===== src/core_pkg.sv =====
`default_nettype none

package core_pkg;

	// ************************************************
	// widths and reset constants
	// ************************************************
	localparam int xlen = 32;
	localparam logic [xlen-1:0] reset_pc = 32'h0000_0000;
	// stack pointer preset
	localparam logic [xlen-1:0] sp_reset = 32'd1000;
	// addi x0, x0, 0
	localparam logic [xlen-1:0] nop_inst = 32'h0000_0013;

	// ************************************************
	// opcodes and control encodings
	// ************************************************
	typedef enum logic [6:0] {
		op_lui    = 7'b0110111,
		op_auipc  = 7'b0010111,
		op_jal    = 7'b1101111,
		op_jalr   = 7'b1100111,
		op_branch = 7'b1100011,
		op_load   = 7'b0000011,
		op_store  = 7'b0100011,
		op_op_imm = 7'b0010011,
		op_op     = 7'b0110011
	} opcode_e;

	typedef enum logic [3:0] {
		alu_add,
		alu_sub,
		alu_sll,
		alu_slt,
		alu_sltu,
		alu_xor,
		alu_srl,
		alu_sra,
		alu_or,
		alu_and,
		alu_copy_b
	} alu_op_e;

	typedef enum logic [3:0] {
		br_none,
		br_beq,
		br_bne,
		br_blt,
		br_bge,
		br_bltu,
		br_bgeu,
		br_jal,
		br_jalr
	} br_kind_e;

	// data port command, none must stay zero
	typedef enum logic [1:0] {
		mem_none  = 2'd0,
		mem_load  = 2'd1,
		mem_store = 2'd2
	} mem_cmd_e;

	typedef enum logic [1:0] {
		wb_alu,
		wb_mem,
		wb_pc4
	} wb_sel_e;

	// ************************************************
	// pipeline registers
	// ************************************************
	typedef struct packed {
		logic            valid;
		logic [xlen-1:0] pc;
		logic [xlen-1:0] inst;
	} if_id_t;

	typedef struct packed {
		logic            valid;
		logic [xlen-1:0] pc;
		alu_op_e         alu_op;
		logic [xlen-1:0] op1;
		logic [xlen-1:0] op2;
		logic [xlen-1:0] rs2_data;
		logic [xlen-1:0] imm;
		br_kind_e        br_kind;
		mem_cmd_e        mem_cmd;
		logic [4:0]      rd;
		logic            rf_wen;
		wb_sel_e         wb_sel;
	} id_ex_t;

	typedef struct packed {
		logic            valid;
		logic [xlen-1:0] alu_out;
		logic [xlen-1:0] pc4;
		logic [xlen-1:0] rs2_data;
		mem_cmd_e        mem_cmd;
		logic [4:0]      rd;
		logic            rf_wen;
		wb_sel_e         wb_sel;
	} ex_mem_t;

	typedef struct packed {
		logic            valid;
		logic [4:0]      rd;
		logic            rf_wen;
		logic [xlen-1:0] wb_data;
	} mem_wb_t;

	typedef struct packed {
		logic            taken;
		logic [xlen-1:0] target;
	} redirect_t;

endpackage

`default_nettype wire


===== src/register_file.sv =====
`timescale 1ns/10ps
`default_nettype none

module register_file (
	input  wire logic                 clk,
	input  wire logic                 rst_n,
	input  wire core_pkg::mem_wb_t    mem_wb,
	input  wire logic [4:0]           rs1_addr,
	input  wire logic [4:0]           rs2_addr,
	output logic [core_pkg::xlen-1:0] rs1_data,
	output logic [core_pkg::xlen-1:0] rs2_data,
	output logic                      retire_valid,
	output logic [4:0]                retire_rd,
	output logic [core_pkg::xlen-1:0] retire_data
);

	// x0 has no storage
	logic [core_pkg::xlen-1:0] regs [1:31];
	logic                      wr_en;

	assign wr_en = mem_wb.valid && mem_wb.rf_wen && (mem_wb.rd != 5'd0);

	always_ff @(posedge clk or negedge rst_n) begin
		if (!rst_n) begin
			for (int i = 1; i < 32; i++) begin
				regs[i] <= (i == 2) ? core_pkg::sp_reset : '0;
			end
		end else if (wr_en) begin
			regs[mem_wb.rd] <= mem_wb.wb_data;
		end
	end

	// reads see the write of the same cycle
	assign rs1_data = (rs1_addr == 5'd0) ? '0
		: (wr_en && mem_wb.rd == rs1_addr) ? mem_wb.wb_data : regs[rs1_addr];
	assign rs2_data = (rs2_addr == 5'd0) ? '0
		: (wr_en && mem_wb.rd == rs2_addr) ? mem_wb.wb_data : regs[rs2_addr];

	assign retire_valid = wr_en;
	assign retire_rd    = mem_wb.rd;
	assign retire_data  = mem_wb.wb_data;

endmodule

`default_nettype wire


===== src/fetch_stage.sv =====
`timescale 1ns/10ps
`default_nettype none

module fetch_stage (
	input  wire logic                      clk,
	input  wire logic                      rst_n,
	input  wire logic                      stall,
	input  wire core_pkg::redirect_t       redirect,
	output logic [core_pkg::xlen-1:0]      i_addr,
	input  wire logic [core_pkg::xlen-1:0] inst,
	output core_pkg::if_id_t               if_id
);

	logic [core_pkg::xlen-1:0] pc;

	assign i_addr = pc;

	// redirect has priority over the decode stall
	always_ff @(posedge clk or negedge rst_n) begin
		if (!rst_n) begin
			pc <= core_pkg::reset_pc;
		end else if (redirect.taken) begin
			pc <= redirect.target;
		end else if (!stall) begin
			pc <= pc + 32'd4;
		end
	end

	// fetch/decode register
	always_ff @(posedge clk or negedge rst_n) begin
		if (!rst_n) begin
			if_id <= '{valid: 1'b0, pc: core_pkg::reset_pc, inst: core_pkg::nop_inst};
		end else if (redirect.taken) begin
			// wrong-path slot becomes a bubble
			if_id.valid <= 1'b0;
			if_id.inst  <= core_pkg::nop_inst;
		end else if (!stall) begin
			if_id.valid <= 1'b1;
			if_id.pc    <= pc;
			if_id.inst  <= inst;
		end
	end

endmodule

`default_nettype wire


===== src/decode_stage.sv =====
`timescale 1ns/10ps
`default_nettype none

module decode_stage (
	input  wire logic                      clk,
	input  wire logic                      rst_n,
	input  wire core_pkg::if_id_t          if_id,
	input  wire core_pkg::ex_mem_t         ex_hazard,
	input  wire core_pkg::mem_wb_t         wb_hazard,
	input  wire core_pkg::redirect_t       redirect,
	output logic [4:0]                     rs1_addr,
	output logic [4:0]                     rs2_addr,
	input  wire logic [core_pkg::xlen-1:0] rs1_data,
	input  wire logic [core_pkg::xlen-1:0] rs2_data,
	output logic                           stall,
	output core_pkg::id_ex_t               id_ex
);

	core_pkg::opcode_e         opcode;
	logic [2:0]                funct3;
	logic [4:0]                rd;
	logic [core_pkg::xlen-1:0] imm_i;
	logic [core_pkg::xlen-1:0] imm_s;
	logic [core_pkg::xlen-1:0] imm_b;
	logic [core_pkg::xlen-1:0] imm_u;
	logic [core_pkg::xlen-1:0] imm_j;
	logic                      uses_rs1;
	logic                      uses_rs2;
	logic                      hz_ex;
	logic                      hz_mem;
	core_pkg::id_ex_t          dec;

	function automatic core_pkg::alu_op_e alu_of(input logic [2:0] f3, input logic alt);
		case (f3)
			3'b000: alu_of = alt ? core_pkg::alu_sub : core_pkg::alu_add;
			3'b001: alu_of = core_pkg::alu_sll;
			3'b010: alu_of = core_pkg::alu_slt;
			3'b011: alu_of = core_pkg::alu_sltu;
			3'b100: alu_of = core_pkg::alu_xor;
			3'b101: alu_of = alt ? core_pkg::alu_sra : core_pkg::alu_srl;
			3'b110: alu_of = core_pkg::alu_or;
			default: alu_of = core_pkg::alu_and;
		endcase
	endfunction

	assign opcode   = core_pkg::opcode_e'(if_id.inst[6:0]);
	assign funct3   = if_id.inst[14:12];
	assign rd       = if_id.inst[11:7];
	assign rs1_addr = if_id.inst[19:15];
	assign rs2_addr = if_id.inst[24:20];

	// ************************************************
	// immediates
	// ************************************************
	assign imm_i = {{20{if_id.inst[31]}}, if_id.inst[31:20]};
	assign imm_s = {{20{if_id.inst[31]}}, if_id.inst[31:25], if_id.inst[11:7]};
	assign imm_b = {{19{if_id.inst[31]}}, if_id.inst[31], if_id.inst[7],
		if_id.inst[30:25], if_id.inst[11:8], 1'b0};
	assign imm_u = {if_id.inst[31:12], 12'b0};
	assign imm_j = {{11{if_id.inst[31]}}, if_id.inst[31], if_id.inst[19:12],
		if_id.inst[20], if_id.inst[30:21], 1'b0};

	// ************************************************
	// interlock against producers in execute and memory
	// ************************************************
	assign uses_rs1 = opcode inside {core_pkg::op_jalr, core_pkg::op_branch, core_pkg::op_load,
		core_pkg::op_store, core_pkg::op_op_imm, core_pkg::op_op};
	assign uses_rs2 = opcode inside {core_pkg::op_branch, core_pkg::op_store, core_pkg::op_op};

	assign hz_ex = id_ex.valid && id_ex.rf_wen && (id_ex.rd != 5'd0)
		&& ((uses_rs1 && id_ex.rd == rs1_addr) || (uses_rs2 && id_ex.rd == rs2_addr));
	assign hz_mem = ex_hazard.valid && ex_hazard.rf_wen && (ex_hazard.rd != 5'd0)
		&& ((uses_rs1 && ex_hazard.rd == rs1_addr) || (uses_rs2 && ex_hazard.rd == rs2_addr));

	// writeback needs no stall, the register file writes through
	assign stall = if_id.valid && (hz_ex || hz_mem);

	always_comb begin
		dec          = '0;
		dec.valid    = if_id.valid;
		dec.pc       = if_id.pc;
		dec.rd       = rd;
		dec.rs2_data = rs2_data;
		dec.alu_op   = core_pkg::alu_add;
		dec.br_kind  = core_pkg::br_none;
		dec.mem_cmd  = core_pkg::mem_none;
		dec.wb_sel   = core_pkg::wb_alu;
		dec.imm      = imm_i;
		dec.rf_wen   = 1'b0;
		case (opcode)
			core_pkg::op_lui: begin
				dec.alu_op = core_pkg::alu_copy_b;
				dec.imm    = imm_u;
				dec.rf_wen = 1'b1;
			end
			core_pkg::op_auipc: begin
				dec.imm    = imm_u;
				dec.rf_wen = 1'b1;
			end
			core_pkg::op_jal: begin
				dec.br_kind = core_pkg::br_jal;
				dec.imm     = imm_j;
				dec.wb_sel  = core_pkg::wb_pc4;
				dec.rf_wen  = 1'b1;
			end
			core_pkg::op_jalr: begin
				dec.br_kind = core_pkg::br_jalr;
				dec.wb_sel  = core_pkg::wb_pc4;
				dec.rf_wen  = 1'b1;
			end
			core_pkg::op_branch: begin
				dec.imm = imm_b;
				case (funct3)
					3'b000: dec.br_kind = core_pkg::br_beq;
					3'b001: dec.br_kind = core_pkg::br_bne;
					3'b100: dec.br_kind = core_pkg::br_blt;
					3'b101: dec.br_kind = core_pkg::br_bge;
					3'b110: dec.br_kind = core_pkg::br_bltu;
					3'b111: dec.br_kind = core_pkg::br_bgeu;
					default: dec.br_kind = core_pkg::br_none;
				endcase
			end
			core_pkg::op_load: begin
				dec.mem_cmd = core_pkg::mem_load;
				dec.wb_sel  = core_pkg::wb_mem;
				dec.rf_wen  = 1'b1;
			end
			core_pkg::op_store: begin
				dec.imm     = imm_s;
				dec.mem_cmd = core_pkg::mem_store;
			end
			core_pkg::op_op_imm: begin
				// bit 30 only selects sra among the immediates
				dec.alu_op = alu_of(funct3, (funct3 == 3'b101) && if_id.inst[30]);
				dec.rf_wen = 1'b1;
			end
			core_pkg::op_op: begin
				dec.alu_op = alu_of(funct3, if_id.inst[30]);
				dec.rf_wen = 1'b1;
			end
			default: ;
		endcase
		// operand selection
		dec.op1 = (opcode == core_pkg::op_auipc || opcode == core_pkg::op_jal)
			? if_id.pc : rs1_data;
		dec.op2 = (opcode == core_pkg::op_op || opcode == core_pkg::op_branch)
			? rs2_data : dec.imm;
	end

	// decode/execute register, bubble on stall or flush
	always_ff @(posedge clk or negedge rst_n) begin
		if (!rst_n) begin
			id_ex <= '0;
		end else if (stall || redirect.taken) begin
			id_ex <= '0;
		end else begin
			id_ex <= dec;
		end
	end

	a_flush_after_redirect: assert property (
		@(posedge clk) disable iff (!rst_n)
		redirect.taken |=> !id_ex.valid
	);

endmodule

`default_nettype wire


===== src/execute_stage.sv =====
`timescale 1ns/10ps
`default_nettype none

module execute_stage (
	input  wire logic                clk,
	input  wire logic                rst_n,
	input  wire core_pkg::id_ex_t    id_ex,
	output core_pkg::redirect_t      redirect,
	output core_pkg::ex_mem_t        ex_mem
);

	logic [core_pkg::xlen-1:0] alu_out;
	logic [core_pkg::xlen-1:0] jalr_sum;
	logic [4:0]                shamt;
	logic                      br_cond;

	assign shamt = id_ex.op2[4:0];

	// ************************************************
	// ALU
	// ************************************************
	always_comb begin
		case (id_ex.alu_op)
			core_pkg::alu_add:    alu_out = id_ex.op1 + id_ex.op2;
			core_pkg::alu_sub:    alu_out = id_ex.op1 - id_ex.op2;
			core_pkg::alu_sll:    alu_out = id_ex.op1 << shamt;
			core_pkg::alu_slt:
				alu_out = {31'b0, $signed(id_ex.op1) < $signed(id_ex.op2)};
			core_pkg::alu_sltu:   alu_out = {31'b0, id_ex.op1 < id_ex.op2};
			core_pkg::alu_xor:    alu_out = id_ex.op1 ^ id_ex.op2;
			core_pkg::alu_srl:    alu_out = id_ex.op1 >> shamt;
			core_pkg::alu_sra:    alu_out = $unsigned($signed(id_ex.op1) >>> shamt);
			core_pkg::alu_or:     alu_out = id_ex.op1 | id_ex.op2;
			core_pkg::alu_and:    alu_out = id_ex.op1 & id_ex.op2;
			core_pkg::alu_copy_b: alu_out = id_ex.op2;
			default:              alu_out = '0;
		endcase
	end

	// ************************************************
	// branch condition and target
	// ************************************************
	always_comb begin
		case (id_ex.br_kind)
			core_pkg::br_beq:  br_cond = id_ex.op1 == id_ex.op2;
			core_pkg::br_bne:  br_cond = id_ex.op1 != id_ex.op2;
			core_pkg::br_blt:  br_cond = $signed(id_ex.op1) < $signed(id_ex.op2);
			core_pkg::br_bge:  br_cond = $signed(id_ex.op1) >= $signed(id_ex.op2);
			core_pkg::br_bltu: br_cond = id_ex.op1 < id_ex.op2;
			core_pkg::br_bgeu: br_cond = id_ex.op1 >= id_ex.op2;
			core_pkg::br_jal:  br_cond = 1'b1;
			core_pkg::br_jalr: br_cond = 1'b1;
			default:           br_cond = 1'b0;
		endcase
	end

	assign jalr_sum = id_ex.op1 + id_ex.imm;

	assign redirect.taken  = id_ex.valid && br_cond;
	// jalr clears bit 0, the rest are pc relative
	assign redirect.target = (id_ex.br_kind == core_pkg::br_jalr)
		? {jalr_sum[core_pkg::xlen-1:1], 1'b0} : id_ex.pc + id_ex.imm;

	// execute/memory register
	always_ff @(posedge clk or negedge rst_n) begin
		if (!rst_n) begin
			ex_mem <= '0;
		end else begin
			ex_mem.valid    <= id_ex.valid;
			ex_mem.alu_out  <= alu_out;
			ex_mem.pc4      <= id_ex.pc + 32'd4;
			ex_mem.rs2_data <= id_ex.rs2_data;
			ex_mem.mem_cmd  <= id_ex.mem_cmd;
			ex_mem.rd       <= id_ex.rd;
			ex_mem.rf_wen   <= id_ex.rf_wen;
			ex_mem.wb_sel   <= id_ex.wb_sel;
		end
	end

	a_target_aligned: assert property (
		@(posedge clk) disable iff (!rst_n)
		redirect.taken |-> redirect.target[1:0] == 2'b00
	);

endmodule

`default_nettype wire


===== src/memory_stage.sv =====
`timescale 1ns/10ps
`default_nettype none

module memory_stage (
	input  wire logic                      clk,
	input  wire logic                      rst_n,
	input  wire core_pkg::ex_mem_t         ex_mem,
	output core_pkg::mem_cmd_e             d_cmd,
	output logic [core_pkg::xlen-1:0]      d_addr,
	output logic [core_pkg::xlen-1:0]      wdata,
	output logic [3:0]                     wmask,
	input  wire logic [core_pkg::xlen-1:0] rdata,
	output core_pkg::mem_wb_t              mem_wb
);

	logic [core_pkg::xlen-1:0] wb_data;

	// data port, bubbles issue no command
	assign d_cmd  = ex_mem.valid ? ex_mem.mem_cmd : core_pkg::mem_none;
	assign d_addr = ex_mem.alu_out;
	assign wdata  = ex_mem.rs2_data;
	// word stores only
	assign wmask  = (d_cmd == core_pkg::mem_store) ? 4'b1111 : 4'b0000;

	always_comb begin
		case (ex_mem.wb_sel)
			core_pkg::wb_mem: wb_data = rdata;
			core_pkg::wb_pc4: wb_data = ex_mem.pc4;
			default:          wb_data = ex_mem.alu_out;
		endcase
	end

	// memory/writeback register
	always_ff @(posedge clk or negedge rst_n) begin
		if (!rst_n) begin
			mem_wb <= '0;
		end else begin
			mem_wb.valid   <= ex_mem.valid;
			mem_wb.rd      <= ex_mem.rd;
			mem_wb.rf_wen  <= ex_mem.rf_wen;
			mem_wb.wb_data <= wb_data;
		end
	end

	a_cmd_needs_valid: assert property (
		@(posedge clk) disable iff (!rst_n)
		d_cmd != core_pkg::mem_none |-> ex_mem.valid
	);

endmodule

`default_nettype wire


===== src/core_pipeline.sv =====
`timescale 1ns/10ps
`default_nettype none

module core_pipeline (
	input  wire logic                      clk,
	input  wire logic                      rst_n,
	output logic [core_pkg::xlen-1:0]      i_addr,
	input  wire logic [core_pkg::xlen-1:0] inst,
	output core_pkg::mem_cmd_e             d_cmd,
	output logic [core_pkg::xlen-1:0]      d_addr,
	output logic [core_pkg::xlen-1:0]      wdata,
	output logic [3:0]                     wmask,
	input  wire logic [core_pkg::xlen-1:0] rdata,
	output logic                           retire_valid,
	output logic [4:0]                     retire_rd,
	output logic [core_pkg::xlen-1:0]      retire_data
);

	core_pkg::if_id_t          if_id;
	core_pkg::id_ex_t          id_ex;
	core_pkg::ex_mem_t         ex_mem;
	core_pkg::mem_wb_t         mem_wb;
	core_pkg::redirect_t       redirect;
	logic                      stall;
	logic [4:0]                rs1_addr;
	logic [4:0]                rs2_addr;
	logic [core_pkg::xlen-1:0] rs1_data;
	logic [core_pkg::xlen-1:0] rs2_data;

	// ************************************************
	// five stages plus register file
	// ************************************************
	fetch_stage u_fetch (
		.clk(clk), .rst_n(rst_n), .stall(stall), .redirect(redirect),
		.i_addr(i_addr), .inst(inst), .if_id(if_id)
	);

	decode_stage u_decode (
		.clk(clk), .rst_n(rst_n), .if_id(if_id),
		.ex_hazard(ex_mem), .wb_hazard(mem_wb), .redirect(redirect),
		.rs1_addr(rs1_addr), .rs2_addr(rs2_addr),
		.rs1_data(rs1_data), .rs2_data(rs2_data),
		.stall(stall), .id_ex(id_ex)
	);

	execute_stage u_execute (
		.clk(clk), .rst_n(rst_n), .id_ex(id_ex), .redirect(redirect), .ex_mem(ex_mem)
	);

	memory_stage u_memory (
		.clk(clk), .rst_n(rst_n), .ex_mem(ex_mem), .d_cmd(d_cmd), .d_addr(d_addr),
		.wdata(wdata), .wmask(wmask), .rdata(rdata), .mem_wb(mem_wb)
	);

	register_file u_regfile (
		.clk(clk), .rst_n(rst_n), .mem_wb(mem_wb),
		.rs1_addr(rs1_addr), .rs2_addr(rs2_addr),
		.rs1_data(rs1_data), .rs2_data(rs2_data),
		.retire_valid(retire_valid), .retire_rd(retire_rd), .retire_data(retire_data)
	);

endmodule

`default_nettype wire


===== config.mk =====
export PLATFORM = sky130hd
export DESIGN_NAME = core_pipeline
export DESIGN_NICKNAME = d
export VERILOG_FILES = /design/src/core_pkg.sv /design/src/register_file.sv /design/src/fetch_stage.sv /design/src/decode_stage.sv /design/src/execute_stage.sv /design/src/memory_stage.sv /design/src/core_pipeline.sv
export SDC_FILE = /design/constraint.sdc
export NUM_CORES = 2
export LEC_CHECK = 0
export BUFFER_PORTS_ARGS = -buffer_cell sky130_fd_sc_hd__buf_2
export CORE_ASPECT_RATIO = 1.1
export CORE_MARGIN = 2
export CORE_UTILIZATION = 48
export CTS_CLUSTER_DIAMETER = 40
export DETAILED_ROUTE_END_ITERATION = 7
export GPL_TIMING_DRIVEN = 0
export SYNTH_ARGS = -nofsm -noshare
export SYNTH_HDL_FRONTEND = slang
export SYNTH_SLANG_ARGS = --single-unit

===== constraint.sdc =====
create_clock -name clk -period 5.8 [get_ports clk]
set_input_delay 0.58 -clock clk [delete_from_list [all_inputs] [get_ports clk]]
set_output_delay 0.58 -clock clk [all_outputs]
set_load 0.005 [all_outputs]

; ---- Word-level counts from Yosys, hierarchy flattened
; Cells that the tools add are included.
[totals]
reg_bits = 1414
output_inout_bits = 140
wordCells = 208
[classes]
addsub = 6
n_lt_le_gt_ge = 8
eq_ne = 46
shift = 3
muxes = 40
bitwise = 8
n_reduce_logical = 38
[op_table]
columns = operator, count
row1 = bitwise mux 992 bit, 1
row2 = 2-to-1 mux 32 bit, 15
row3 = one-hot mux 32 bit (11 select lines), 1
row4 = binary-select mux 32 bit (select 5 bit), 2
row5 = 2-to-1 mux 179 bit, 1
row6 = demux 32 bit (select 5 bit), 1
row7 = one-hot mux 31 bit (4 select lines), 1
row8 = adder 32 bit, 3
row9 = 2-to-1 mux 65 bit, 1
row10 = "adder 32 x 3 -> 32 bit, second input constant", 2
row11 = >= comparator 32 bit, 2
row12 = < comparator 32 bit, 2
row13 = one-hot mux 32 bit (2 select lines), 1
row14 = one-hot mux 4 bit (7 select lines), 2
row15 = AND 32 bit, 1
row16 = == test 32 bit, 1
row17 = "== test 4 x 3 -> 1 bit, second input constant", 8
row18 = inequality test 32 bit, 1
row19 = bitwise OR 32 bit, 1
row20 = << shifter 32 x 5 -> 32 bit, 1
row21 = right shift 32 x 5 -> 32 bit, 1
row22 = >>> shifter 32 x 5 -> 32 bit, 1
row23 = subtractor 32 bit, 1
row24 = XOR 32 bit, 1
row25 = other kinds (36), 97

; ---- Logic depth before layout (Yosys ltp)
[depth]
word_depth = 9
mapped_depth = 20
mapped_depth_nobuf = 15

; ---- Cells and area by module
; Synthesis repeated with hierarchy kept, for this count alone.
[hier_totals]
cells_unflattened = 6939
hier_area_um2 = 82820.7
[by_module_without_submodules]
columns = mod, n_inst, cells_each, area_each_um2, seq_area_each_um2
row1 = register_file, 1, 3724, 53895.4, 24831.3
row2 = execute_stage, 1, 1985, 15143.3, 2677.6
row3 = decode_stage, 1, 644, 7388.3, 4479.3
row4 = fetch_stage, 1, 364, 4251.6, 2431.1
row5 = memory_stage, 1, 222, 2142.1, 975.9

; ---- Worst setup path before layout
; OpenSTA, ideal clock, no wires.
[synth_path]
path_kind = flip-flop to flip-flop
startpoint = register, netlist name u_decode.id_ex[80]
endpoint = register, netlist name u_execute.ex_mem[104]
setup_ns = 0.122
arrival_time_ns = 4.100
slack_ns = 1.578
path_stages_with_launch = 17
synth_period_minus_slack_ns = 4.222
cell_sequence = dfrtp_1 > clkinv_1 > clkbuf_1 > clkbuf_1 > clkbuf_1 > ha_1 > buf_2 > nor3b_1 > o31ai_1 > a31oi_1 > or3_1 > a21o_1 > a2111oi_2 > o21ai_0 > a311o_1 > a31oi_1 > o21ai_1
[synth_via]
elab_chain_len = 2
word_cells_on_any_way = 6
cone_classes = add/sub: 2 / shift: 3 / mux: 1
[synth_lines]
columns = element, line_no
row1 = subtractor 32 bit (tied with other cells), execute_stage.sv:25  ; core_pkg::alu_sub: alu_out = id_ex.op1 - id_ex.op2;
row2 = one-hot mux 32 bit (11 select lines) *, execute_stage.sv:23  ; case (id_ex.alu_op)
row3 = "named net u_execute.alu_out, one bit", execute_stage.sv:12  ; logic [core_pkg::xlen-1:0] alu_out;
; The timed path passes the listed nets; every way through them passes the cells marked *.
; A chain may end at the register's enable or synchronous reset.

; ---- Worst setup path after layout
[layout_path]
startpoint = register, netlist name u_decode.id_ex[129]
endpoint = register, netlist name u_decode.id_ex[72]
[layout_via]
elab_chain_len = 5
word_cells_on_any_way = 10
cone_classes = order compare: 4 / eq/ne: 2 / mux: 2 / reduce/logical: 2
[layout_lines]
columns = element, line_no
row1 = >= comparator 32 bit (tied with other cells), execute_stage.sv:50  ; core_pkg::br_bgeu: br_cond = id_ex.op1 >= id_ex.op2;
row2 = one-hot mux 1 bit (7 select lines) *, execute_stage.sv:44  ; case (id_ex.br_kind)
row3 = logical AND 1 bit *, execute_stage.sv:59  ; assign redirect.taken = id_ex.valid && br_cond;
row4 = logical OR 1 bit *, decode_stage.sv:154  ; end else if (stall || redirect.taken) begin
row5 = 2-to-1 mux 179 bit *, decode_stage.sv:154
; Mark *: on every way between the ends. The rest lies on a longest branch, timed or not.

==> results <==
- Of the total synthesized cell area, the portion taken by XOR and XNOR cells is 1.51%.
- STA puts the critical path data required time at 6540 ps.
- The switching power total is 9.94 mW.
- The number of placed I/O pins is 206.
- The worst pin sits at a relative slew slack of 2.96%.
- The clock slew at the register clock pins of the worst setup and hold paths is 60 ps.
- The top cell types in the final layout, fill and taps aside, are sky130_fd_sc_hd__dfrtp_1, sky130_fd_sc_hd__mux2_2, sky130_fd_sc_hd__mux4_2, sky130_fd_sc_hd__nor2_1, sky130_fd_sc_hd__clkbuf_1.
- The floorplan die width is 398 um.
- The total nets after synthesis is 6,841.
- The highest clock frequency the design can meet is 169 MHz.
- Setup violations remaining at the end of the flow were counted as 30.
- The count of maximum capacitance violations is 0.
- The starting utilization of the core area is 48.4%.
- The clock net in this run drives a total of 1,414 sinks.
- The startpoint-to-endpoint class of the critical path is reg -> reg.
- After floorplanning, the core was divided into 158 placement rows.
- The library cell used most frequently in the layout, excluding fill and tap cells, is sky130_fd_sc_hd__dfrtp_1.
- The number of hold-slack violations in the final timing report is 0.
- Synthesis instantiated 88 different standard cells from the library.
- The maximum ir drop on the vdd rail is 0.000295 V.
- The number of antenna violations at the first check in global routing came to 22.
- During synthesis, Yosys emitted a total of 0 warnings.
- After detailed routing, the number of vias per cell comes to 6.63.
- The H-tree was split into 4 levels.
- For the pin with the worst max-slew slack, the measured transition is 1460 ps.
- The first-pass iteration count of the detailed router is 8.
- Compared with the post-synthesis result, the final layout area differs by 15.2%.
- The largest net degree at the start of global routing is 175.
- The TritonCTS clock tree is done.
- The commonest register cell after synthesis is sky130_fd_sc_hd__dfrtp_1.
- The worst setup path is launched from a flop.
- The longest clock path from root to sink contains 3 buffers.
- In the synthesized netlist the async set-or-reset flop fraction comes to 100%.
- CTS placed an instance of sky130_fd_sc_hd__clkbuf_16 at the clock tree root.
- Of the total power, registers draw 38.0%.
- Setup repair after global routing left no endpoint under its margin.
- Hold timing on the final database bottoms out at a slack of 36.5 ps.
- The flow ran to the end, but the final reports show violations.
- The minimum setup slack after placement is -1230 ps.
- The core area is 169,000 um2.
- The synthesized design spends more area on one cell type than any other, namely sky130_fd_sc_hd__dfrtp_1.
- Summing the areas of all compound-gate instances in the mapped netlist gives 8.25% of the synthesized area.
- The worst hold-check path type is in -> reg.
- The count of buffers from port buffering is 205.
- The clock share of power is 44.8%.
- The number of pins exceeding their max-slew limit in the final report is 0.
- In this run the cell area of the synthesized design comes to 81,800 um2.
- The routed layout has 63,000 vias.
- In the finished design, the share of the clock period the worst path needs comes to 102%.
- The final routed DRC violation total is 0.
- After synthesis, the largest family of logic cells by area is multiplexers.
- The number of instances in the placed design is 9,070.
- The number of flops mapped to enable cells by yosys is 0.
- Combinational cells account for 17.2% of the total power.
- The detail-routed net length per standard cell is 36.1 um.
- The residual overflow from global routing is 0.
- Across the routed clock network, the largest skew measured is 41.9 ps.
- The routability congestion estimate from global placement is 1.07.
- In this run the worst path has a maximum fanout of 11.
- Of the synthesized area, sequential elements account for 43.3%.
- The adder-cell share of the synthesized area is 2.58%.
- Averaged over all synthesized cells, the footprint is 12.4 um2.
- TritonCTS created 214 clock buffers.
- The share of the synthesized area in the top cell type is 43.0%.
- The vertical die dimension is 437 um.
- The via count of the first global-routing pass is 63,400.
- The synthesized netlist devotes 6.77% of its cell area to simple gates.
- Cells with a size suffix above 1 make up 34.8% of the layout.
- The detailed router finished its first iteration with 7,396 violations.
- The multiplexer area fraction after synthesis is 33.4%.
- Of the total power, the share spent switching nets is 31.5%.
- The final cell count without fillers is 9,499.
- Counting I/O delays and the setup requirement, the final critical path takes 5910 ps.
- The net total in the final layout is 7,294.
- The final HPWL from detailed placement is 261 mm.
- In this run the power density over the cells is 335 nW/um2.
- Registers take 35,400 um2.
- The final reports fail on setup timing.
- The first global-routing pass estimated 480 mm of wire.
- In the global route stage, overall resource usage came out at 39.4%.
- Summed over all cells, the static leakage comes to 42.9 nW.
- Sorting the synthesized cells by area gives the leading types as sky130_fd_sc_hd__dfrtp_1, sky130_fd_sc_hd__mux4_2, sky130_fd_sc_hd__mux2_2.
- Once routing completed, OpenROAD measured the worst setup slack at -109 ps.
- The die covers 174,000 um2.
- STA puts the critical path data arrival time at 6650 ps.
- The clock network latency to the later pin of the worst-skew pair is 880 ps.
- The worst setup path is captured at a flop.
- Synthesis handed over a netlist of 6,609 instances.
- The post-synthesis register bit count is 1,414.
- The cell-internal power is 21.6 mW.
- The multi-input combinational cells in the finished layout cover a total of 43,100 um2.
- For this block, the routed nets add up to 343 mm of wire.
- The count of nets left with antenna violations once routing finished came out at 0.
- Fill cells in the final layout number 14,300.
metrics by stage:
step                power [mW]  setup TNS [ps]  util [%]  area, um2
finish                    31.5           -1120      55.8      94200
global route              32.4               0      55.7      94200
CTS                       31.4               0      55.7      94100
detailed placement        17.3         -208960      50.9      86000
global placement          17.2               -      50.7      85600
floorplan                 14.7               0         -      81800
per-layer routing:
layer	up-vias	track usage [%]	share of wire (%)
met3	1057	9.48	9.0
li1	25600	-	-
met5	-	0	0.017
met4	8	26.8	8.2
met2	3522	60.7	45
met1	32800	49.3	37
cell usage after synthesis, types with 28 or more instances:
| cell type | instances |
|---|---|
| sky130_fd_sc_hd__a211oi_1 | 59 |
| sky130_fd_sc_hd__a21o_1 | 43 |
| sky130_fd_sc_hd__a21oi_1 | 261 |
| sky130_fd_sc_hd__a22o_1 | 49 |
| sky130_fd_sc_hd__a22oi_1 | 97 |
| sky130_fd_sc_hd__a31oi_1 | 37 |
| sky130_fd_sc_hd__and2_1 | 37 |
| sky130_fd_sc_hd__and3_1 | 78 |
| sky130_fd_sc_hd__buf_1 | 114 |
| sky130_fd_sc_hd__buf_2 | 46 |
| sky130_fd_sc_hd__buf_4 | 110 |
| sky130_fd_sc_hd__clkbuf_1 | 400 |
| sky130_fd_sc_hd__dfrtp_1 | 1405 |
| sky130_fd_sc_hd__ha_1 | 162 |
| sky130_fd_sc_hd__inv_1 | 124 |
| sky130_fd_sc_hd__mux2_2 | 1043 |
| sky130_fd_sc_hd__mux2i_1 | 161 |
| sky130_fd_sc_hd__mux4_2 | 620 |
| sky130_fd_sc_hd__nand2_1 | 378 |
| sky130_fd_sc_hd__nand2b_1 | 28 |
| sky130_fd_sc_hd__nand3_1 | 72 |
| sky130_fd_sc_hd__nor2_1 | 440 |
| sky130_fd_sc_hd__nor3_1 | 69 |
| sky130_fd_sc_hd__o211ai_1 | 29 |
| sky130_fd_sc_hd__o21ai_0 | 239 |
| sky130_fd_sc_hd__o21bai_1 | 28 |
| sky130_fd_sc_hd__xnor2_1 | 97 |
| sky130_fd_sc_hd__xor2_1 | 44 |
sequential cells by signal, summed over array words and instances (netlist names):
register,count
u_decode.id_ex,179
u_fetch.i_addr,32
u_fetch.if_id,65
u_execute.ex_mem,107
u_regfile.regs,992
u_memory.mem_wb,39
repair_timing:
item | in CTS | in global routing
endpoints found under the setup margin | 292 | 136
hold endpoints to repair | 97 | 0
hold buffers | 16 | 0
setup buffers | 0 | 1
gates resized for setup | 28 | 21
pin swaps | 0 | 1
power by group through the flow:
| stage | Combinational, mW | Sequential, mW | Clock (mW) |
|---|---|---|---|
| after floorplan | 3.32 | 11.4 | 0 |
| after global placement | 5.17 | 12.1 | 0 |
| after detailed placement | 5.25 | 12.1 | 0 |
| after CTS | 5.29 | 11.9 | 14.2 |
| after global routing | 5.75 | 12.0 | 14.6 |
| final | 5.42 | 12.0 | 14.1 |
cell families (layout without fill, tap and decap cells):
group / count (synthesis) / after routing
muxes: 1824 / 1824
AOI/OAI and AO/OA: 1036 / 1036
other: 0 / 5
xor gates and xnor gates: 141 / 141
buffers and inverters: 798 / 1443
adders and majority gates: 166 / 166
DFF: 1414 / 1414
and+or+nand+nor: 1230 / 1230
final timing paths:
path                                                from                               to  slack, ps  cells past startpoint
hold / removal                                  inst[24]    u_fetch.if_id[24]$_DFFE_PN0P_         40                      3
min in group asynchronous                          rst_n  u_regfile.regs[615]$_DFFE_PN0P_        250                      2
max in group asynchronous                          rst_n  u_regfile.regs[695]$_DFFE_PN0P_       2820                      5
setup reg to reg           u_decode.id_ex[129]$_DFF_PN0_     u_decode.id_ex[72]$_DFF_PN0_       -110                     15
setup / recovery           u_decode.id_ex[129]$_DFF_PN0_     u_decode.id_ex[72]$_DFF_PN0_       -110                     15
hold reg to reg             u_decode.id_ex[61]$_DFF_PN0_   u_execute.ex_mem[25]$_DFF_PN0_        350                      0
area by class of cell:
| type | count | share of cell area, % |
|---|---|---|
| inverter | 127 | 0.513 |
| buffer | 668 | 3.23 |
| clock buffer | 253 | 6.10 |
| antenna | 5 | 0.0133 |
| tap | 2240 | 2.97 |
| multi-input combinational | 4397 | 45.7 |
| sequential | 1414 | 37.6 |
| timing repair buffer | 240 | 1.67 |
| clock inverter | 155 | 2.24 |
critical path: stages (launching register included):
cell and delay [ps]:
sky130_fd_sc_hd__dfrtp_1 970, sky130_fd_sc_hd__inv_1 140, sky130_fd_sc_hd__ha_1 310, sky130_fd_sc_hd__buf_2 190, sky130_fd_sc_hd__nor4_1 750, sky130_fd_sc_hd__nand4b_1 590
sky130_fd_sc_hd__nor3_2 460, sky130_fd_sc_hd__o21ai_0 150, sky130_fd_sc_hd__a211oi_1 280, sky130_fd_sc_hd__o211ai_1 150, sky130_fd_sc_hd__a22o_2 340, sky130_fd_sc_hd__inv_2 190
sky130_fd_sc_hd__nand2_2 250, sky130_fd_sc_hd__buf_2 340, sky130_fd_sc_hd__clkbuf_4 290, sky130_fd_sc_hd__nor2_1 330
Power figures use the tool's default switching activity.
